## config.mk

```make
export PLATFORM = sky130hd
export DESIGN_NAME = cache_controller_flat
export DESIGN_NICKNAME = d
export VERILOG_FILES = /design/src/hdl/cache_pkg.sv /design/src/hdl/cache_ctrl_if.sv /design/src/hdl/cache_controller.sv /design/src/flat_wrapper.sv
export SDC_FILE = /design/constraint.sdc
export NUM_CORES = 1
export LEC_CHECK = 0
export BUFFER_PORTS_ARGS = -buffer_cell sky130_fd_sc_hd__buf_2
export CAP_MARGIN = 20
export CELL_PAD_IN_SITES_DETAIL_PLACEMENT = 0
export CELL_PAD_IN_SITES_GLOBAL_PLACEMENT = 1
export CORE_AREA = 2 2 39 41
export CTS_CLUSTER_DIAMETER = 200
export DETAILED_ROUTE_END_ITERATION = 12
export DIE_AREA = 0 0 41 43
export GPL_TIMING_DRIVEN = 1
export PLACE_DENSITY = 0.7
export SYNTH_ARGS = -nofsm -noshare
export SYNTH_HDL_FRONTEND = slang
export SYNTH_SLANG_ARGS = --single-unit
export TNS_END_PERCENT = 1
```

## constraint.sdc

```tcl
create_clock -name clk -period 3.7 [get_ports clk]
set_clock_uncertainty 0.2 [all_clocks]
set_input_delay 1.11 -clock clk [delete_from_list [all_inputs] [get_ports clk]]
set_output_delay 1.11 -clock clk [all_outputs]
set_load 0.1 [all_outputs]
```

## src/hdl/cache_pkg.sv

```systemverilog
package cache_pkg;

    // Byte offset within a line, 32-byte lines
    localparam int offset_bits = 5;

    // Full line payload
    localparam int line_bits = 256;

    // Byte address as seen on both sides of the cache
    typedef logic [31:0] addr_t;

    // One cache line of data
    typedef logic [line_bits-1:0] line_t;

    // Controller sequencing
    typedef enum logic [2:0] {
        s_idle,
        s_lookup,
        s_writeback,
        s_fill,
        s_respond
    } ctrl_state_e;

endpackage

```

## src/hdl/cache_ctrl_if.sv

```systemverilog
`timescale 1ns/1ps

interface cache_ctrl_if;

    // Controller to datapath
    logic tag_read;
    logic load_en;
    logic wb_addr_sel;
    logic ld_wb;
    logic ld_lru;
    logic new_dirty;

    // Datapath to controller
    logic hit;
    logic victim_valid;
    logic victim_dirty;

    modport control (
        output tag_read, load_en, wb_addr_sel, ld_wb, ld_lru, new_dirty,
        input  hit, victim_valid, victim_dirty
    );

    modport datapath (
        input  tag_read, load_en, wb_addr_sel, ld_wb, ld_lru, new_dirty,
        output hit, victim_valid, victim_dirty
    );

endinterface

```

## src/hdl/cache_controller.sv

```systemverilog
`timescale 1ns/1ps

module cache_controller (
    input  logic          clk,
    input  logic          rst,
    input  logic          upstream_read,
    input  logic          upstream_write,
    output logic          upstream_resp,
    output logic          downstream_read,
    output logic          downstream_write,
    input  logic          downstream_resp,
    cache_ctrl_if.control ctrl
);
    import cache_pkg::*;

    ctrl_state_e state;
    ctrl_state_e state_next;
    logic        request;
    logic        resp_next;

    assign request = upstream_read || upstream_write;

    // Only a write leaves the line dirty
    assign ctrl.new_dirty = upstream_write;

    assign downstream_write = (state == s_writeback);
    assign downstream_read  = (state == s_fill);

    always_comb begin
        state_next       = state;
        resp_next        = 1'b0;
        ctrl.tag_read    = 1'b0;
        ctrl.load_en     = 1'b0;
        ctrl.wb_addr_sel = 1'b0;
        ctrl.ld_wb       = 1'b0;
        ctrl.ld_lru      = 1'b0;
        unique case (state)
            s_idle: begin
                // The old request is still held while the response is out
                if (request && !upstream_resp) begin
                    ctrl.tag_read = 1'b1;
                    state_next    = s_lookup;
                end
            end
            s_lookup: begin
                if (ctrl.hit) begin
                    ctrl.ld_lru  = 1'b1;
                    ctrl.load_en = upstream_write;
                    resp_next    = 1'b1;
                    state_next   = s_idle;
                end else if (ctrl.victim_valid && ctrl.victim_dirty) begin
                    ctrl.ld_wb = 1'b1;
                    state_next = s_writeback;
                end else begin
                    state_next = s_fill;
                end
            end
            s_writeback: begin
                ctrl.wb_addr_sel = 1'b1;
                if (downstream_resp) begin
                    state_next = s_fill;
                end
            end
            s_fill: begin
                if (downstream_resp) begin
                    ctrl.load_en = 1'b1;
                    state_next   = s_respond;
                end
            end
            s_respond: begin
                ctrl.tag_read = 1'b1;
                state_next    = s_lookup;
            end
            default: state_next = s_idle;
        endcase
    end

    always_ff @(posedge clk) begin
        if (rst) begin
            state         <= s_idle;
            upstream_resp <= 1'b0;
        end else begin
            state         <= state_next;
            upstream_resp <= resp_next;
        end
    end

endmodule

```

## src/flat_wrapper.sv

```systemverilog
// flat-port wrapper written by rule: the top's interface ports become plain ports
module cache_controller_flat import cache_pkg::*;
  (clk, rst, upstream_read, upstream_write, upstream_resp, downstream_read, downstream_write, downstream_resp, ctrl_tag_read, ctrl_load_en, ctrl_wb_addr_sel, ctrl_ld_wb, ctrl_ld_lru, ctrl_new_dirty, ctrl_hit, ctrl_victim_valid, ctrl_victim_dirty);
  cache_ctrl_if ctrl_i ();
  input  logic clk;
  input  logic rst;
  input  logic upstream_read;
  input  logic upstream_write;
  output logic upstream_resp;
  output logic downstream_read;
  output logic downstream_write;
  input  logic downstream_resp;
  output wire logic [$bits(ctrl_i.tag_read)-1:0] ctrl_tag_read;
  output wire logic [$bits(ctrl_i.load_en)-1:0] ctrl_load_en;
  output wire logic [$bits(ctrl_i.wb_addr_sel)-1:0] ctrl_wb_addr_sel;
  output wire logic [$bits(ctrl_i.ld_wb)-1:0] ctrl_ld_wb;
  output wire logic [$bits(ctrl_i.ld_lru)-1:0] ctrl_ld_lru;
  output wire logic [$bits(ctrl_i.new_dirty)-1:0] ctrl_new_dirty;
  input wire logic [$bits(ctrl_i.hit)-1:0] ctrl_hit;
  input wire logic [$bits(ctrl_i.victim_valid)-1:0] ctrl_victim_valid;
  input wire logic [$bits(ctrl_i.victim_dirty)-1:0] ctrl_victim_dirty;
  assign ctrl_tag_read = ctrl_i.tag_read;
  assign ctrl_load_en = ctrl_i.load_en;
  assign ctrl_wb_addr_sel = ctrl_i.wb_addr_sel;
  assign ctrl_ld_wb = ctrl_i.ld_wb;
  assign ctrl_ld_lru = ctrl_i.ld_lru;
  assign ctrl_new_dirty = ctrl_i.new_dirty;
  assign ctrl_i.hit = ctrl_hit;
  assign ctrl_i.victim_valid = ctrl_victim_valid;
  assign ctrl_i.victim_dirty = ctrl_victim_dirty;
  cache_controller u_core (.clk(clk), .rst(rst), .upstream_read(upstream_read), .upstream_write(upstream_write), .upstream_resp(upstream_resp), .downstream_read(downstream_read), .downstream_write(downstream_write), .downstream_resp(downstream_resp), .ctrl(ctrl_i));
endmodule
```

; ---- After elaboration in Yosys (flattened, before gate mapping)
; Cells that the tools add are included.
; Widths: inputs -> output; s select.
[totals]
elab_cells = 32
register_bits = 4
[op_classes]
n_eq_ne = 7
reduce_logical = 6
mux = 17
[op_table]
columns = op, count
row1 = $pmux 3 s5, 1
row2 = $mux 3, 4
row3 = $mux 1, 10
row4 = $eq 3x2->1 const B, 2
row5 = $ne 2x1->1 const B, 3
row6 = $pmux 1 s2, 2
row7 = $eq 3x1->1 const B, 1
row8 = $eq 3x3->1 const B, 1
row9 = $logic_not 3->1, 1
row10 = $reduce_and 3->1, 1
row11 = $logic_and 1x1->1, 2
row12 = $logic_not 1->1, 1
row13 = $logic_or 1x1->1, 1

; ---- Logic depth before layout (Yosys ltp)
[depth]
word_depth = 4
mapped_depth = 4
depth_no_buf = 3

; ---- Worst setup path after synthesis
; OpenSTA, ideal clock, no wires.
[synth_timing]
path_type = input to output
from = in ctrl_hit
to = out ctrl_ld_wb
t_arrival_ns = 4.069
cell_stages = 1
required_ns = 2.390
n_path_buf = 0
setup_slack_ns = -1.679
cell_sequence = nor4_1
[synth_between]
elab_chain_len = 2
[synth_rtl]
columns = item, line_no
row1 = from (decl), flat_wrapper.sv:19  ; input wire logic [$bits(ctrl_i.hit)-1:0] ctrl_hit;
row2 = $mux 1, cache_controller.sv:46  ; if (ctrl.hit) begin
row3 = $mux 1, cache_controller.sv:37  ; unique case (state)
row4 = to (decl), flat_wrapper.sv:16  ; output wire logic [$bits(ctrl_i.ld_wb)-1:0] ctrl_ld_wb;
; Every way passes these cells.

; ---- Worst setup path after layout
[layout_timing]
from = in upstream_write
to = out ctrl_tag_read
[layout_between]
elab_chain_len = 4
[layout_rtl]
columns = item, line_no
row1 = from (decl), flat_wrapper.sv:8  ; input logic upstream_write;
row2 = $logic_or 1x1->1, cache_controller.sv:21  ; assign request = upstream_read || upstream_write;
row3 = $logic_and 1x1->1, cache_controller.sv:40  ; if (request && !upstream_resp) begin
row4 = $mux 1, cache_controller.sv:40
row5 = $pmux 1 s2, cache_controller.sv:37
row6 = to (decl), flat_wrapper.sv:13  ; output wire logic [$bits(ctrl_i.tag_read)-1:0] ctrl_tag_read;
; Every way passes these cells.

==> flow_summary.toml <==
[sta]
tightest_slew_ns = 0.486
hold-worst-slack_ns = 0.354
hold_violations = 0
rsz0062_at_grt = "no"
fmax_ghz = 0.308
finalCriticalPeriod_ns = 3.25
setup_viol_count_final = 0
slew_headroom = 0.679
period_share = 0.877
drv_slew = 0

[grt]
overflow = 0
grt_antenna_before_repair = 0
grt_pass1_vias = 295
grt_pass1_wl_um = 1190
track_usage = 0.103
grt_max_degree = 11

[power_and_ir_drop]
switchingPower_w = 0.0000995
pwr-share-clk = 0.271
switching_share = 0.494
power.internal_w = 0.000102
seqPwrFrac = 0.270
power.density_nw_per_um2 = 533
leakage_nw = 0.180
ir_worst_vdd_mv = 0.130
combPwrFrac = 0.458

[setup_path]
critPathKind = "input pin to output port"
crit_required_ns = 2.39
cp_top_family = "buffers and inverters"
critPathBufInv = 2
reg2reg_slack_ns = 2.19
r2r_end = "u_core.state[0]$_SDFFE_PP0P_"
r2r-start = "u_core.state[1]$_SDFFE_PP0P_"
cp.arrival_ns = 1.94
crit_fanout = 3
path_common_cell = "buf_2"
r2r_cells = 3
cp-start-kind = "input pin"
cpMaxStageDelayCell = "buf_2"
cpPeakStageDelay_ns = 0.44
path_cells = "buf_2 > o21ba_2 > nor2_1 > nor3_2 > buf_2"
worstSetupEndpointType = "output port"

[place]
routabilityCongestion = 0.746
dp.cells = 63
detailed_place_hpwl_um = 526
port_buffers = 16

[clocking]
insertion_delay_ns = 0.23
cts_root_buf = "clkbuf_4"
clk_pin_slew_worst_paths_ns = 0.04
numCtsBuffers = 3
cts_resized = 0
postCtsSetupRepairBufs = 0
cts.sinks = 4
cts_buffer_depth = 2
ctsHoldBuffers = 0
cts_tree = "yes"
htree_levels = 1

[logic_synthesis]
synth_area_leaders = "dfxtp_1 30%, nor3_1 9.4%, nor2_1 7.1%"
synth_mux_area_frac = 0
synthCells = 34
ys_ff_latch = 4
synth-simple-area-share = 0.349
syn_area_per_cell_um2 = 7.80
synth-xor-area-share = 0
yosysSeqAreaShare = 0.302
synth_adder_area_share = 0
syn-cell-area_um2 = 265
synth_top_cell_by_area = "dfxtp_1"
synth_top_area_share = 0.302
synth_top_family_by_area = "simple AND/OR/NAND/NOR gates"
syn_nets = 42
ys.warnings.count = 0
synth_compound_area_frac = 0.236
ys_types = 19

[final_layout]
layout-drive-gt1-share = 0.500
final_nets = 60
fin_cells = 66
areaGrowthSynthToFinish_pct = 42.5
fillers = 162
antenna_cells = 0

[routing]
antenna_left = 0
vias = 303
vias_per_cell = 4.59
first_pass_iters = 2
wirelength_um = 667
route.detailed.drc = 0
wl_per_cell_um = 10.1
drtIter0Drc = 1

[die]
initial_core_util = 0.192
die_width_um = 41
ios = 17
core-area_um2 = 1380
die_y_um = 43
die_area_um2 = 1760
rows = 14

[min_path]
min_to = "u_core.state[1]$_SDFFE_PP0P_"
hold_depth = 1
min_from = "u_core.state[2]$_SDFFE_PP0P_"
hold_path_class = "flop to flop"

[job]
drv_cap = 0

[status]
outcome = "completed"
## area by class of cell
class / instances / area, µm² / area share
Tap cell: 16 / 20.0 / 0.0530
Multi-Input combinational cell: 26 / 171 / 0.454
Clock buffer: 3 / 22.5 / 0.0596
Sequential cell: 4 / 80.1 / 0.212
Inverter: 1 / 3.75 / 0.00993
Timing Repair Buffer: 16 / 80.1 / 0.212
## per-layer routing
| metal | routed length [µm] | vias up | track usage | part of all wire |
|---|---|---|---|---|
| li1 | - | 156 | - | - |
| met1 | 296 | 139 | 0.135 | 0.44 |
| met2 | 344 | 8 | 0.131 | 0.52 |
| met3 | 27 | 0 | 0.0314 | 0.040 |
| met4 | 0 | 0 | 0.0800 | 0 |
| met5 | 0 | - | 0 | 0 |
## placed cells by master, fill, tap and decap left out
| master | netlist | layout |
|---|---|---|
| clkbuf_4 | 0 | 3 |
| inv_1 | 1 | 1 |
| a22oi_1 | 1 | 1 |
| nor2_1 | 5 | 5 |
| a2111oi_2 | 1 | 1 |
| a22o_1 | 1 | 1 |
| nand3_1 | 1 | 1 |
| nor2b_2 | 1 | 1 |
| a21oi_1 | 1 | 1 |
| nand2b_1 | 1 | 1 |
| or4_1 | 1 | 1 |
| a211o_1 | 1 | 1 |
| nand2_1 | 4 | 4 |
| buf_2 | 0 | 16 |
| nor4_2 | 0 | 1 |
| o21a_1 | 1 | 1 |
| o21ba_2 | 1 | 1 |
| nor3_1 | 5 | 3 |
| nor3_2 | 0 | 2 |
| dfxtp_1 | 4 | 4 |
## cell families (layout without fill, tap and decap cells)
kind of cell	after synthesis	in the layout
AOI/OAI and AO/OA	7	7
buffers and inverters	4	20
DFF	4	4
and+or+nand+nor	19	19
## synthesized netlist by cell type
cell type  number
nor3_1          5
a211o_1         1
o21a_1          1
nand3_1         1
inv_1           1
a2111oi_2       1
dfxtp_1         4
nand2_1         4
nand2b_1        1
buf_6           1
o21ba_2         1
nor2b_2         1
or4_1           1
buf_4           2
a21oi_1         1
a22o_1          1
a22oi_1         1
nor2_1          5
nor4_1          1
## worst reg2reg max path: cells and delay by family (launching register included)
family             cells  cell delay (ns)
AOI/OAI and AO/OA      3             0.85
DFF                    1             0.41
## flip-flops by register name (all words and copies together), names as in the netlist
| signal | cells |
|---|---|
| u_core.upstream_resp | 1 |
| u_core.state | 3 |
## power groups by stage
stage	combinational, W	clock [W]	sequential, W
2_1_floorplan	0.0000793	0	0.0000559
3_3_place_gp	0.0000931	0	0.0000549
3_5_place_dp	0.0000931	0	0.0000551
4_1_cts	0.0000934	0.0000561	0.0000545
5_1_grt	0.0000978	0.0000593	0.0000554
6_report	0.0000923	0.0000547	0.0000544
## worst max path at each step
stage	end	from	cells after the start	slack (ns)
6_report	ctrl_tag_read	upstream_write	5	0.45
2_1_floorplan	ctrl_ld_wb	ctrl_hit	1	-0.47
5_1_grt	ctrl_ld_wb	ctrl_hit	3	0.39
3_5_place_dp	ctrl_tag_read	upstream_write	5	0.44
4_1_cts	ctrl_tag_read	upstream_write	5	0.44
3_3_place_gp	ctrl_tag_read	upstream_write	5	0.43
## stage by stage
stage	power, W	area [µm²]	util	setup slack, ns	setup TNS, ns
floorplan	0.000135	282	-	-0.468	-0.808
global placement	0.000148	355	0.257	0.433	0
detailed placement	0.000148	355	0.257	0.443	0
CTS	0.000204	378	0.273	0.439	0
global route	0.000213	378	0.273	0.386	0
finish	0.000201	378	0.273	0.454	0
Note: power is estimated with default switching activity, not from simulation.
